==> src/rtl/cpuPkg.sv <==
package cpuPkg;

    typedef logic [15:0] wordT;
    typedef logic [1:0]  regIdxT;
    typedef logic [3:0]  opcodeT;
    typedef logic [5:0]  funcT;
    typedef logic [2:0]  aluOpT;

    // Instruction fields
    //   opcode [15:12], rs [11:10], rt [9:8], rd [7:6], func [5:0]
    //   immediate [7:0], sign-extended except ORI which zero-extends
    //   jump target [11:0], upper four bits taken from the PC

    localparam opcodeT opBne   = 4'd0;
    localparam opcodeT opBeq   = 4'd1;
    localparam opcodeT opAdi   = 4'd4;
    localparam opcodeT opOri   = 4'd5;
    localparam opcodeT opLhi   = 4'd6;
    localparam opcodeT opLwd   = 4'd7;
    localparam opcodeT opSwd   = 4'd8;
    localparam opcodeT opJmp   = 4'd9;
    localparam opcodeT opRtype = 4'd15;

    localparam funcT fnAdd = 6'd0;
    localparam funcT fnSub = 6'd1;
    localparam funcT fnAnd = 6'd2;
    localparam funcT fnOrr = 6'd3;
    localparam funcT fnWwd = 6'd28;
    localparam funcT fnHlt = 6'd29;

    localparam aluOpT aluAdd   = 3'd0;
    localparam aluOpT aluSub   = 3'd1;
    localparam aluOpT aluAnd   = 3'd2;
    localparam aluOpT aluOr    = 3'd3;
    localparam aluOpT aluPassB = 3'd4;

endpackage

==> src/rtl/alu.sv <==
`timescale 1ns/10ps

module alu (
    input  cpuPkg::wordT  opA,
    input  cpuPkg::wordT  opB,
    input  cpuPkg::aluOpT aluOp,
    output cpuPkg::wordT  result,
    output logic          zero
);

    always_comb begin
        case (aluOp)
            cpuPkg::aluAdd:   result = opA + opB;
            cpuPkg::aluSub:   result = opA - opB;
            cpuPkg::aluAnd:   result = opA & opB;
            cpuPkg::aluOr:    result = opA | opB;
            cpuPkg::aluPassB: result = opB;
            default:          result = '0;
        endcase
    end

    // Branches compare by subtraction
    assign zero = (result == '0);

endmodule

==> src/rtl/controlUnit.sv <==
`timescale 1ns/10ps

module controlUnit (
    input  cpuPkg::wordT  instrId,
    output logic          regWrite,
    output logic          memToReg,
    output logic          memRead,
    output logic          memWrite,
    output logic          aluSrc,
    output cpuPkg::aluOpT aluOp,
    output logic          regDst,
    output logic          isBranch,
    output logic          branchOnEqual,
    output logic          isJump,
    output logic          isOutput,
    output logic          isHalt,
    output logic          useRs,
    output logic          useRt
);

    cpuPkg::opcodeT opcode;
    cpuPkg::funcT   func;

    assign opcode = instrId[15:12];
    assign func   = instrId[5:0];

    always_comb begin
        regWrite      = 1'b0;
        memToReg      = 1'b0;
        memRead       = 1'b0;
        memWrite      = 1'b0;
        aluSrc        = 1'b0;
        aluOp         = cpuPkg::aluAdd;
        regDst        = 1'b0;
        isBranch      = 1'b0;
        branchOnEqual = 1'b0;
        isJump        = 1'b0;
        isOutput      = 1'b0;
        isHalt        = 1'b0;
        useRs         = 1'b0;
        useRt         = 1'b0;
        case (opcode)
            cpuPkg::opRtype: begin
                case (func)
                    cpuPkg::fnAdd, cpuPkg::fnSub, cpuPkg::fnAnd, cpuPkg::fnOrr: begin
                        regWrite = 1'b1;
                        regDst   = 1'b1;
                        useRs    = 1'b1;
                        useRt    = 1'b1;
                        case (func)
                            cpuPkg::fnSub: aluOp = cpuPkg::aluSub;
                            cpuPkg::fnAnd: aluOp = cpuPkg::aluAnd;
                            cpuPkg::fnOrr: aluOp = cpuPkg::aluOr;
                            default:       aluOp = cpuPkg::aluAdd;
                        endcase
                    end
                    cpuPkg::fnWwd: begin
                        isOutput = 1'b1;
                        useRs    = 1'b1;
                    end
                    cpuPkg::fnHlt: isHalt = 1'b1;
                    default: ;
                endcase
            end
            cpuPkg::opAdi, cpuPkg::opOri: begin
                regWrite = 1'b1;
                aluSrc   = 1'b1;
                useRs    = 1'b1;
                aluOp    = (opcode == cpuPkg::opOri) ? cpuPkg::aluOr : cpuPkg::aluAdd;
            end
            // LHI only needs the shifted immediate
            cpuPkg::opLhi: begin
                regWrite = 1'b1;
                aluSrc   = 1'b1;
                aluOp    = cpuPkg::aluPassB;
            end
            cpuPkg::opLwd: begin
                regWrite = 1'b1;
                memToReg = 1'b1;
                memRead  = 1'b1;
                aluSrc   = 1'b1;
                useRs    = 1'b1;
            end
            cpuPkg::opSwd: begin
                memWrite = 1'b1;
                aluSrc   = 1'b1;
                useRs    = 1'b1;
                useRt    = 1'b1;
            end
            cpuPkg::opBne, cpuPkg::opBeq: begin
                isBranch      = 1'b1;
                branchOnEqual = (opcode == cpuPkg::opBeq);
                aluOp         = cpuPkg::aluSub;
                useRs         = 1'b1;
                useRt         = 1'b1;
            end
            cpuPkg::opJmp: isJump = 1'b1;
            default: ;
        endcase
    end

endmodule

==> src/rtl/cpuTop.sv <==
`timescale 1ns/10ps

module cpuTop #(
    parameter cpuPkg::wordT resetPc = '0
) (
    input  logic         Clk,
    input  logic         arstN,
    output cpuPkg::wordT imemAddr,
    input  cpuPkg::wordT imemData,
    output cpuPkg::wordT dmemAddr,
    output cpuPkg::wordT dmemWdata,
    input  cpuPkg::wordT dmemRdata,
    output logic         dmemRead,
    output logic         dmemWrite,
    output cpuPkg::wordT outputPort,
    output logic         outputValid,
    output cpuPkg::wordT numInst,
    output logic         halted
);

    cpuPkg::wordT  instrId;
    cpuPkg::aluOpT aluOp;
    logic regWrite, memToReg, memRead, memWrite, aluSrc, regDst;
    logic isBranch, branchOnEqual, isJump, isOutput, isHalt, useRs, useRt;

    controlUnit controlUnit_i (.*);

    datapath #(.resetPc(resetPc)) datapath_i (.*);

endmodule

==> src/rtl/datapath.sv <==
`timescale 1ns/10ps

module datapath #(
    parameter cpuPkg::wordT resetPc = '0
) (
    input  logic          Clk,
    input  logic          arstN,
    output cpuPkg::wordT  imemAddr,
    input  cpuPkg::wordT  imemData,
    output cpuPkg::wordT  dmemAddr,
    output cpuPkg::wordT  dmemWdata,
    input  cpuPkg::wordT  dmemRdata,
    output logic          dmemRead,
    output logic          dmemWrite,
    input  logic          regWrite,
    input  logic          memToReg,
    input  logic          memRead,
    input  logic          memWrite,
    input  logic          aluSrc,
    input  cpuPkg::aluOpT aluOp,
    input  logic          regDst,
    input  logic          isBranch,
    input  logic          branchOnEqual,
    input  logic          isJump,
    input  logic          isOutput,
    input  logic          isHalt,
    input  logic          useRs,
    input  logic          useRt,
    output cpuPkg::wordT  instrId,
    output cpuPkg::wordT  outputPort,
    output logic          outputValid,
    output cpuPkg::wordT  numInst,
    output logic          halted
);

    cpuPkg::wordT pc, pcPlus1, outputReg;
    logic         haltFetch;

    cpuPkg::wordT ifIdPcPlus1, ifIdInstr;
    logic         ifIdValid;

    logic           idExValid, idExRegWrite, idExMemToReg, idExMemRead, idExMemWrite;
    logic           idExAluSrc, idExIsBranch, idExBranchOnEqual, idExIsOutput, idExIsHalt;
    cpuPkg::aluOpT  idExAluOp;
    cpuPkg::regIdxT idExRs, idExRt, idExDst;
    cpuPkg::wordT   idExPcPlus1, idExReadA, idExReadB, idExImm;

    logic           exMemValid, exMemRegWrite, exMemMemToReg, exMemMemRead, exMemMemWrite;
    logic           exMemIsOutput, exMemIsHalt;
    cpuPkg::regIdxT exMemDst;
    cpuPkg::wordT   exMemResult, exMemStoreData;

    logic           memWbValid, memWbRegWrite, memWbMemToReg, memWbIsOutput, memWbIsHalt;
    cpuPkg::regIdxT memWbDst;
    cpuPkg::wordT   memWbResult, memWbLoadData, wbData;

    cpuPkg::opcodeT idOpcode;
    cpuPkg::regIdxT idRs, idRt, idRd;
    cpuPkg::wordT   idReadA, idReadB, idImm, jumpTarget;
    logic           stall, jumpId, hltId, stopFetch;

    logic [1:0]   forwardA, forwardB;
    cpuPkg::wordT fwdA, fwdB, aluB, aluResult, branchTarget;
    logic         aluZero, branchTaken;

    assign imemAddr = pc;
    assign pcPlus1  = pc + 16'd1;

    // ID stage
    assign instrId    = ifIdInstr;
    assign idOpcode   = ifIdInstr[15:12];
    assign idRs       = ifIdInstr[11:10];
    assign idRt       = ifIdInstr[9:8];
    assign idRd       = ifIdInstr[7:6];
    assign jumpTarget = {ifIdPcPlus1[15:12], ifIdInstr[11:0]};

    always_comb begin
        if (idOpcode == cpuPkg::opLhi) begin
            idImm = {ifIdInstr[7:0], 8'h00};
        end else if (idOpcode == cpuPkg::opOri) begin
            idImm = {8'h00, ifIdInstr[7:0]};
        end else begin
            idImm = {{8{ifIdInstr[7]}}, ifIdInstr[7:0]};
        end
    end

    regFile regFile_i (
        .Clk(Clk), .arstN(arstN),
        .readIdxA(idRs), .readIdxB(idRt),
        .readDataA(idReadA), .readDataB(idReadB),
        .writeIdx(memWbDst), .writeData(wbData),
        .writeEnable(memWbValid && memWbRegWrite)
    );

    hazardUnit hazardUnit_i (
        .exRs(idExRs), .exRt(idExRt),
        .memRd(exMemDst), .memRegWrite(exMemValid && exMemRegWrite),
        .wbRd(memWbDst), .wbRegWrite(memWbValid && memWbRegWrite),
        .idRs(idRs), .idRt(idRt),
        .idUseRs(ifIdValid && useRs), .idUseRt(ifIdValid && useRt),
        .exMemRead(idExValid && idExMemRead), .exRd(idExDst),
        .forwardA(forwardA), .forwardB(forwardB), .stall(stall)
    );

    // EX stage
    assign fwdA = (forwardA == 2'b01) ? exMemResult :
                  (forwardA == 2'b10) ? wbData : idExReadA;
    assign fwdB = (forwardB == 2'b01) ? exMemResult :
                  (forwardB == 2'b10) ? wbData : idExReadB;
    assign aluB = idExAluSrc ? idExImm : fwdB;

    alu alu_i (.opA(fwdA), .opB(aluB), .aluOp(idExAluOp), .result(aluResult), .zero(aluZero));

    assign branchTarget = idExPcPlus1 + idExImm;
    assign branchTaken  = idExValid && idExIsBranch && (idExBranchOnEqual == aluZero);

    // A taken branch in EX squashes whatever sits in ID
    assign jumpId    = ifIdValid && isJump && !branchTaken;
    assign hltId     = ifIdValid && isHalt && !branchTaken;
    assign stopFetch = haltFetch || hltId;

    // MEM and WB
    assign dmemAddr    = exMemResult;
    assign dmemWdata   = exMemStoreData;
    assign dmemRead    = exMemValid && exMemMemRead;
    assign dmemWrite   = exMemValid && exMemMemWrite;
    assign wbData      = memWbMemToReg ? memWbLoadData : memWbResult;
    assign outputValid = memWbValid && memWbIsOutput;
    assign outputPort  = outputValid ? memWbResult : outputReg;

    always_ff @(posedge Clk or negedge arstN) begin
        if (!arstN) begin
            pc         <= resetPc;
            haltFetch  <= 1'b0;
            ifIdValid  <= 1'b0;
            idExValid  <= 1'b0;
            exMemValid <= 1'b0;
            memWbValid <= 1'b0;
            halted     <= 1'b0;
            numInst    <= '0;
            outputReg  <= '0;
        end else begin
            if (branchTaken) begin
                pc <= branchTarget;
            end else if (jumpId) begin
                pc <= jumpTarget;
            end else if (!stall && !stopFetch) begin
                pc <= pcPlus1;
            end
            haltFetch <= stopFetch;
            if (branchTaken || jumpId || stopFetch) begin
                ifIdValid <= 1'b0;
            end else if (!stall) begin
                ifIdValid <= 1'b1;
            end
            idExValid  <= ifIdValid && !stall && !branchTaken;
            exMemValid <= idExValid;
            memWbValid <= exMemValid;
            // HLT reaches WB only after everything older has retired
            if (exMemValid && exMemIsHalt) begin
                halted <= 1'b1;
            end
            if (memWbValid && !memWbIsHalt) begin
                numInst <= numInst + 16'd1;
            end
            if (outputValid) begin
                outputReg <= memWbResult;
            end
        end
    end

    always_ff @(posedge Clk) begin
        if (!stall) begin
            ifIdInstr   <= imemData;
            ifIdPcPlus1 <= pcPlus1;
        end
        idExPcPlus1       <= ifIdPcPlus1;
        idExRs            <= idRs;
        idExRt            <= idRt;
        idExDst           <= regDst ? idRd : idRt;
        idExReadA         <= idReadA;
        idExReadB         <= idReadB;
        idExImm           <= idImm;
        idExRegWrite      <= regWrite;
        idExMemToReg      <= memToReg;
        idExMemRead       <= memRead;
        idExMemWrite      <= memWrite;
        idExAluSrc        <= aluSrc;
        idExAluOp         <= aluOp;
        idExIsBranch      <= isBranch;
        idExBranchOnEqual <= branchOnEqual;
        idExIsOutput      <= isOutput;
        idExIsHalt        <= isHalt;
        // WWD carries rs down the pipe as its result
        exMemResult       <= idExIsOutput ? fwdA : aluResult;
        exMemStoreData    <= fwdB;
        exMemDst          <= idExDst;
        exMemRegWrite     <= idExRegWrite;
        exMemMemToReg     <= idExMemToReg;
        exMemMemRead      <= idExMemRead;
        exMemMemWrite     <= idExMemWrite;
        exMemIsOutput     <= idExIsOutput;
        exMemIsHalt       <= idExIsHalt;
        memWbResult       <= exMemResult;
        memWbLoadData     <= dmemRdata;
        memWbDst          <= exMemDst;
        memWbRegWrite     <= exMemRegWrite;
        memWbMemToReg     <= exMemMemToReg;
        memWbIsOutput     <= exMemIsOutput;
        memWbIsHalt       <= exMemIsHalt;
    end

endmodule

==> src/rtl/hazardUnit.sv <==
`timescale 1ns/10ps

module hazardUnit (
    input  cpuPkg::regIdxT exRs,
    input  cpuPkg::regIdxT exRt,
    input  cpuPkg::regIdxT memRd,
    input  logic           memRegWrite,
    input  cpuPkg::regIdxT wbRd,
    input  logic           wbRegWrite,
    input  cpuPkg::regIdxT idRs,
    input  cpuPkg::regIdxT idRt,
    input  logic           idUseRs,
    input  logic           idUseRt,
    input  logic           exMemRead,
    input  cpuPkg::regIdxT exRd,
    output logic [1:0]     forwardA,
    output logic [1:0]     forwardB,
    output logic           stall
);

    // 01 takes the MEM result, 10 the WB result; MEM is younger and wins
    assign forwardA = (memRegWrite && memRd == exRs) ? 2'b01 :
                      (wbRegWrite && wbRd == exRs)   ? 2'b10 : 2'b00;
    assign forwardB = (memRegWrite && memRd == exRt) ? 2'b01 :
                      (wbRegWrite && wbRd == exRt)   ? 2'b10 : 2'b00;

    // Load result is not ready until WB
    assign stall = exMemRead &&
                   ((idUseRs && idRs == exRd) || (idUseRt && idRt == exRd));

endmodule

==> src/rtl/regFile.sv <==
`timescale 1ns/10ps

module regFile (
    input  logic           Clk,
    input  logic           arstN,
    input  cpuPkg::regIdxT readIdxA,
    input  cpuPkg::regIdxT readIdxB,
    output cpuPkg::wordT   readDataA,
    output cpuPkg::wordT   readDataB,
    input  cpuPkg::regIdxT writeIdx,
    input  cpuPkg::wordT   writeData,
    input  logic           writeEnable
);

    cpuPkg::wordT regs [4];

    always_ff @(posedge Clk or negedge arstN) begin
        if (!arstN) begin
            for (int i = 0; i < 4; i++) begin
                regs[i] <= '0;
            end
        end else if (writeEnable) begin
            regs[writeIdx] <= writeData;
        end
    end

    // Same-cycle write is visible to the reader in ID
    assign readDataA = (writeEnable && writeIdx == readIdxA) ? writeData : regs[readIdxA];
    assign readDataB = (writeEnable && writeIdx == readIdxB) ? writeData : regs[readIdxB];

endmodule

==> config.mk <==
export PLATFORM = sky130hd
export DESIGN_NAME = cpuTop
export DESIGN_NICKNAME = d
export VERILOG_FILES = /design/src/rtl/cpuPkg.sv /design/src/rtl/alu.sv /design/src/rtl/controlUnit.sv /design/src/rtl/cpuTop.sv /design/src/rtl/datapath.sv /design/src/rtl/hazardUnit.sv /design/src/rtl/regFile.sv
export SDC_FILE = /design/constraint.sdc
export NUM_CORES = 1
export LEC_CHECK = 0
export BUFFER_PORTS_ARGS = -buffer_cell sky130_fd_sc_hd__buf_4
export CORE_ASPECT_RATIO = 0.75
export CORE_MARGIN = 5
export CORE_UTILIZATION = 60
export DETAILED_ROUTE_END_ITERATION = 8
export PLACE_DENSITY = 0.8
export SYNTH_ARGS = -nofsm -noshare
export SYNTH_HDL_FRONTEND = slang
export SYNTH_SLANG_ARGS = --single-unit
==> constraint.sdc <==
create_clock -name Clk -period 7.2 [get_ports Clk]
set_clock_uncertainty 0.1 [all_clocks]
set_input_delay 0.72 -clock Clk [delete_from_list [all_inputs] [get_ports Clk]]
set_output_delay 0.72 -clock Clk [all_outputs]
set_load 0.05 [all_outputs]
==> out/metrics.cfg <==
[routing]
wl_per_cell_um=22.58
total_vias_in_the_final_route=11450
detail-route-antenna-nets=0
firstDrtPassIters=5
wl_mm=41.25
first_iter_violations=1246
route.detailed.vias_per_inst=6.266
drc=0

[global_routing]
grt_use_total=0.3005
first_global_vias=11060
remaining_overflow_grt=0
antenna_found_initial=0
grt_start_max_net_pins=75
first_pass_grt_wire_length_mm=63.98

[layout]
fillerInstances=1763
multi_input_area_mm2=0.006965
fin_area_mm2=0.01674
final_layout_size_suffix_gt1_frac=0.1887
layout_nets=1568
flip_flop_count_of_the_largest_register_after_layout=64
area_growth_pct=15.26
seqCellArea_mm2=0.007077
registers.top_by_ff_count=datapath_i.regFile_i.regs
diodes=0

[floorplanning]
initial_utilization=0.6074
die_width_um=189.7
design.core.area_mm2=0.02391
floorplan.rows=49
fp.dieArea_mm2=0.02745
die_height_um=144.7
design.portCount=118

[timing]
grt_setup_unrepaired=false
hold_viol_final=0
finish_stage_setup_viols=0
achievable_freq_ghz=0.1486
finalSetupTns_ns=0
timing.final.crit_share=0.9349
fin_ws_ns=0.4685
finalCriticalPeriod_ns=6.732
maxSlewViolCount=0
slew_at_the_pin_closest_to_its_max_slew_limit_ns=1.227
slew_headroom=0.1796

[power]
power.static_leakage_nw=7.186
power.ir.vdd_worst_mv=0.3262
power-per-cell-area_mw_per_mm2=488.3

[cts]
worst_setup_hold_path_clk_slew_ns=0.07
clock_tree.buffer_depth=3
post_cts_buffers=0
cts_bufs_inserted=30
h_tree_levels=1
cts_resized=0
cts_tree=built
worst_skew_pair.late_latency_ns=0.58
clock_sink_count=308
post_cts_hold_buffer_count=0
cts.root.buffer_cell=sky130_fd_sc_hd__clkbuf_16

[worst_setup_path]
cpMaxStageDelayCell=sky130_fd_sc_hd__xnor2_2
capture_point_of_the_critical_path=datapath_i.imemAddr[0]
path_delay_family=simple AND/OR/NAND/NOR gates
timing.reg2reg.worst_path_depth=21
regToRegEndpoint=datapath_i.imemAddr[0]
cell_type_with_the_highest_occurrence_count_on_the_critical_path=sky130_fd_sc_hd__a21oi_1
critical-path-max-stage-delay_ns=0.94
path_class=register to register
required_ns=7.56
r2r_slack_ns=0.47
worstSetupStartpoint=datapath_i.memWbDst[0]
endpoint_kind=register
critical_path.n_buffers_inverters=1
startpoint_type=register
crit_arrival_ns=7.09
worstSetupPathDepth=21
crit_fanout=32
worstPathCellList=xnor2_2, and4_1, o311ai_0, o31a_1, nor3_1, nor2_1, xnor2_1, ha_1, a21o_1, or3_1, o22a_1, a21oi_1, a21oi_1, xor2_1, a221o_1, nor4_1, and3_1, a31oi_1, and4b_1, buf_4, mux2_4
r2r_start=datapath_i.memWbDst[0]

[synth]
netlist.area_leader.share=0.2178
dominantRegCellSynth=sky130_fd_sc_hd__dfxtp_1
postSynthAreaPerCell_um2=10.43
ys_seq_elements=308
synth_warnings=0
synth_nets=1464
asyncSetResetFlopFracSynth=0.3831
synth-edff-count=32
synth.top_cells.by_area=sky130_fd_sc_hd__dfxtp_1, sky130_fd_sc_hd__dfrtp_1, sky130_fd_sc_hd__edfxtp_1, sky130_fd_sc_hd__mux4_2, sky130_fd_sc_hd__o21ai_0
netlist_area_mm2=0.01452
synth.lib_cells_used.distinct=75
yosysTopAreaCell=sky130_fd_sc_hd__dfxtp_1
ys_seq_area_frac=0.4873
cell_count_after_synthesis=1393

[job]
number_of_max_cap_violations=0

[placed_design]
gp_congestion=1.003
portBuffers=117
dpl-instance-area_mm2=0.01566
pre_cts_slack_ns=0.6053
dpl.hpwl_mm=29.64

[min_path]
min_path_type=input pin to asynchronous set/reset pin

[outcome]
run_status=complete, no violations

==> metrics by stage <==
stage | hold WS, ns | utilization | power (W) | instances
after floorplan | 0.2096 | - | 0.005259 | 1393
after detailed placement | 0.2128 | 0.6548 | 0.006418 | 1771
after global placement | 0.2097 | 0.6548 | 0.006327 | 1771
after global routing | 0.1077 | 0.7001 | 0.008605 | 1827
final | 0.06672 | 0.7001 | 0.008174 | 1827
after CTS | 0.07442 | 0.7001 | 0.008117 | 1827
==> kinds of logic (layout without fill, tap and decap cells) <==
family | count (synthesis) | in the layout | synth area share
and+or+nand+nor | 410 | 410 | 0.1388
AOI/OAI and AO/OA | 325 | 325 | 0.1383
DFF | 308 | 308 | 0.4872
buffers and inverters | 109 | 237 | 0.03351
xor gates and xnor gates | 100 | 100 | 0.06332
muxes | 94 | 94 | 0.09872
adders and majority gates | 47 | 47 | 0.04014
==> synthesized netlist by cell type (8+ instances only) <==
library cell and number:
sky130_fd_sc_hd__a211oi_1 15, sky130_fd_sc_hd__a21o_1 11, sky130_fd_sc_hd__a21oi_1 58, sky130_fd_sc_hd__a31oi_1 27, sky130_fd_sc_hd__and2_1 9, sky130_fd_sc_hd__and3_1 20, sky130_fd_sc_hd__and4_1 21, sky130_fd_sc_hd__buf_2 11
sky130_fd_sc_hd__clkbuf_1 48, sky130_fd_sc_hd__dfrtp_1 118, sky130_fd_sc_hd__dfxtp_1 158, sky130_fd_sc_hd__edfxtp_1 32, sky130_fd_sc_hd__ha_1 35, sky130_fd_sc_hd__inv_1 33, sky130_fd_sc_hd__mux2_2 24, sky130_fd_sc_hd__mux2i_1 27
sky130_fd_sc_hd__mux4_2 32, sky130_fd_sc_hd__nand2_1 168, sky130_fd_sc_hd__nand2b_1 16, sky130_fd_sc_hd__nand3_1 23, sky130_fd_sc_hd__nand4_1 26, sky130_fd_sc_hd__nor2_1 63, sky130_fd_sc_hd__nor2b_1 19, sky130_fd_sc_hd__nor3_1 16
sky130_fd_sc_hd__o21a_1 18, sky130_fd_sc_hd__o21ai_0 126, sky130_fd_sc_hd__o31ai_1 15, sky130_fd_sc_hd__or3_1 8, sky130_fd_sc_hd__xnor2_1 55, sky130_fd_sc_hd__xor2_1 40
==> final cells by class <==
| cell class | count | share of cell area |
|---|---|---|
| clock buffers | 40 | 0.05531 |
| well taps | 306 | 0.02287 |
| repair buffers | 147 | 0.06592 |
| clock inverters | 16 | 0.009418 |
| multi-input cells | 976 | 0.4161 |
| inverters | 34 | 0.007624 |
| flip-flops and latches | 308 | 0.4228 |
==> metal layers <==
| layer | part of all wire | vias to the layer above | track usage | wire length, µm |
|---|---|---|---|---|
| li1 | - | 5230 | - | - |
| met1 | 0.44 | 5564 | 0.4445 | 18210 |
| met2 | 0.43 | 573 | 0.4485 | 17850 |
| met3 | 0.099 | 81 | 0.07146 | 4104 |
| met4 | 0.026 | 0 | 0.08295 | 1089 |
| met5 | 0 | - | 0 | 0 |
==> worst register-to-register path, stage by stage, from the launching register on <==
cell	delay, ns
sky130_fd_sc_hd__dfxtp_1	0.43
sky130_fd_sc_hd__xnor2_2	0.94
sky130_fd_sc_hd__and4_1	0.39
sky130_fd_sc_hd__o311ai_0	0.16
sky130_fd_sc_hd__o31a_1	0.32
sky130_fd_sc_hd__nor3_1	0.36
sky130_fd_sc_hd__nor2_1	0.09
sky130_fd_sc_hd__xnor2_1	0.30
sky130_fd_sc_hd__ha_1	0.35
sky130_fd_sc_hd__a21o_1	0.21
sky130_fd_sc_hd__or3_1	0.31
sky130_fd_sc_hd__o22a_1	0.25
sky130_fd_sc_hd__a21oi_1	0.21
sky130_fd_sc_hd__a21oi_1	0.10
sky130_fd_sc_hd__xor2_1	0.14
sky130_fd_sc_hd__a221o_1	0.36
sky130_fd_sc_hd__nor4_1	0.30
sky130_fd_sc_hd__and3_1	0.28
sky130_fd_sc_hd__a31oi_1	0.10
sky130_fd_sc_hd__and4b_1	0.25
sky130_fd_sc_hd__buf_4	0.33
sky130_fd_sc_hd__mux2_4	0.35
==> where the power goes <==
group / switching (W) / internal, W / total, W
Sequential: 0.000514 / 0.00236 / 0.00287
Clock: 0.000713 / 0.000955 / 0.00167
Combinational: 0.00222 / 0.00142 / 0.00364
==> placed cells by master, fill, tap and decap left out, types with 32 or more instances in the layout <==
cell and instances:
sky130_fd_sc_hd__nand2_1 168, sky130_fd_sc_hd__xor2_1 40, sky130_fd_sc_hd__nor2_1 63, sky130_fd_sc_hd__dfxtp_1 158, sky130_fd_sc_hd__edfxtp_1 32, sky130_fd_sc_hd__dfrtp_1 118, sky130_fd_sc_hd__a21oi_1 58, sky130_fd_sc_hd__mux4_2 32
sky130_fd_sc_hd__buf_4 147, sky130_fd_sc_hd__inv_1 33, sky130_fd_sc_hd__ha_1 35, sky130_fd_sc_hd__o21ai_0 126, sky130_fd_sc_hd__clkbuf_16 36, sky130_fd_sc_hd__xnor2_1 55
==> worst min-delay path by stage <==
stage          cells past startpoint  slack, ns                       endpoint                    start
6_report                           1       0.07       datapath_i.outputReg[10]                    arstN
5_1_grt                            1       0.11  datapath_i.regFile_i.regs[18]                    arstN
4_1_cts                            1       0.07  datapath_i.regFile_i.regs[50]                    arstN
3_5_place_dp                       0       0.21         datapath_i.exMemIsHalt    datapath_i.idExIsHalt
3_3_place_gp                       0       0.21       datapath_i.exMemRegWrite  datapath_i.idExRegWrite
2_1_floorplan                      0       0.21         datapath_i.exMemIsHalt    datapath_i.idExIsHalt
No activity file was read; power rests on OpenSTA's default activity.
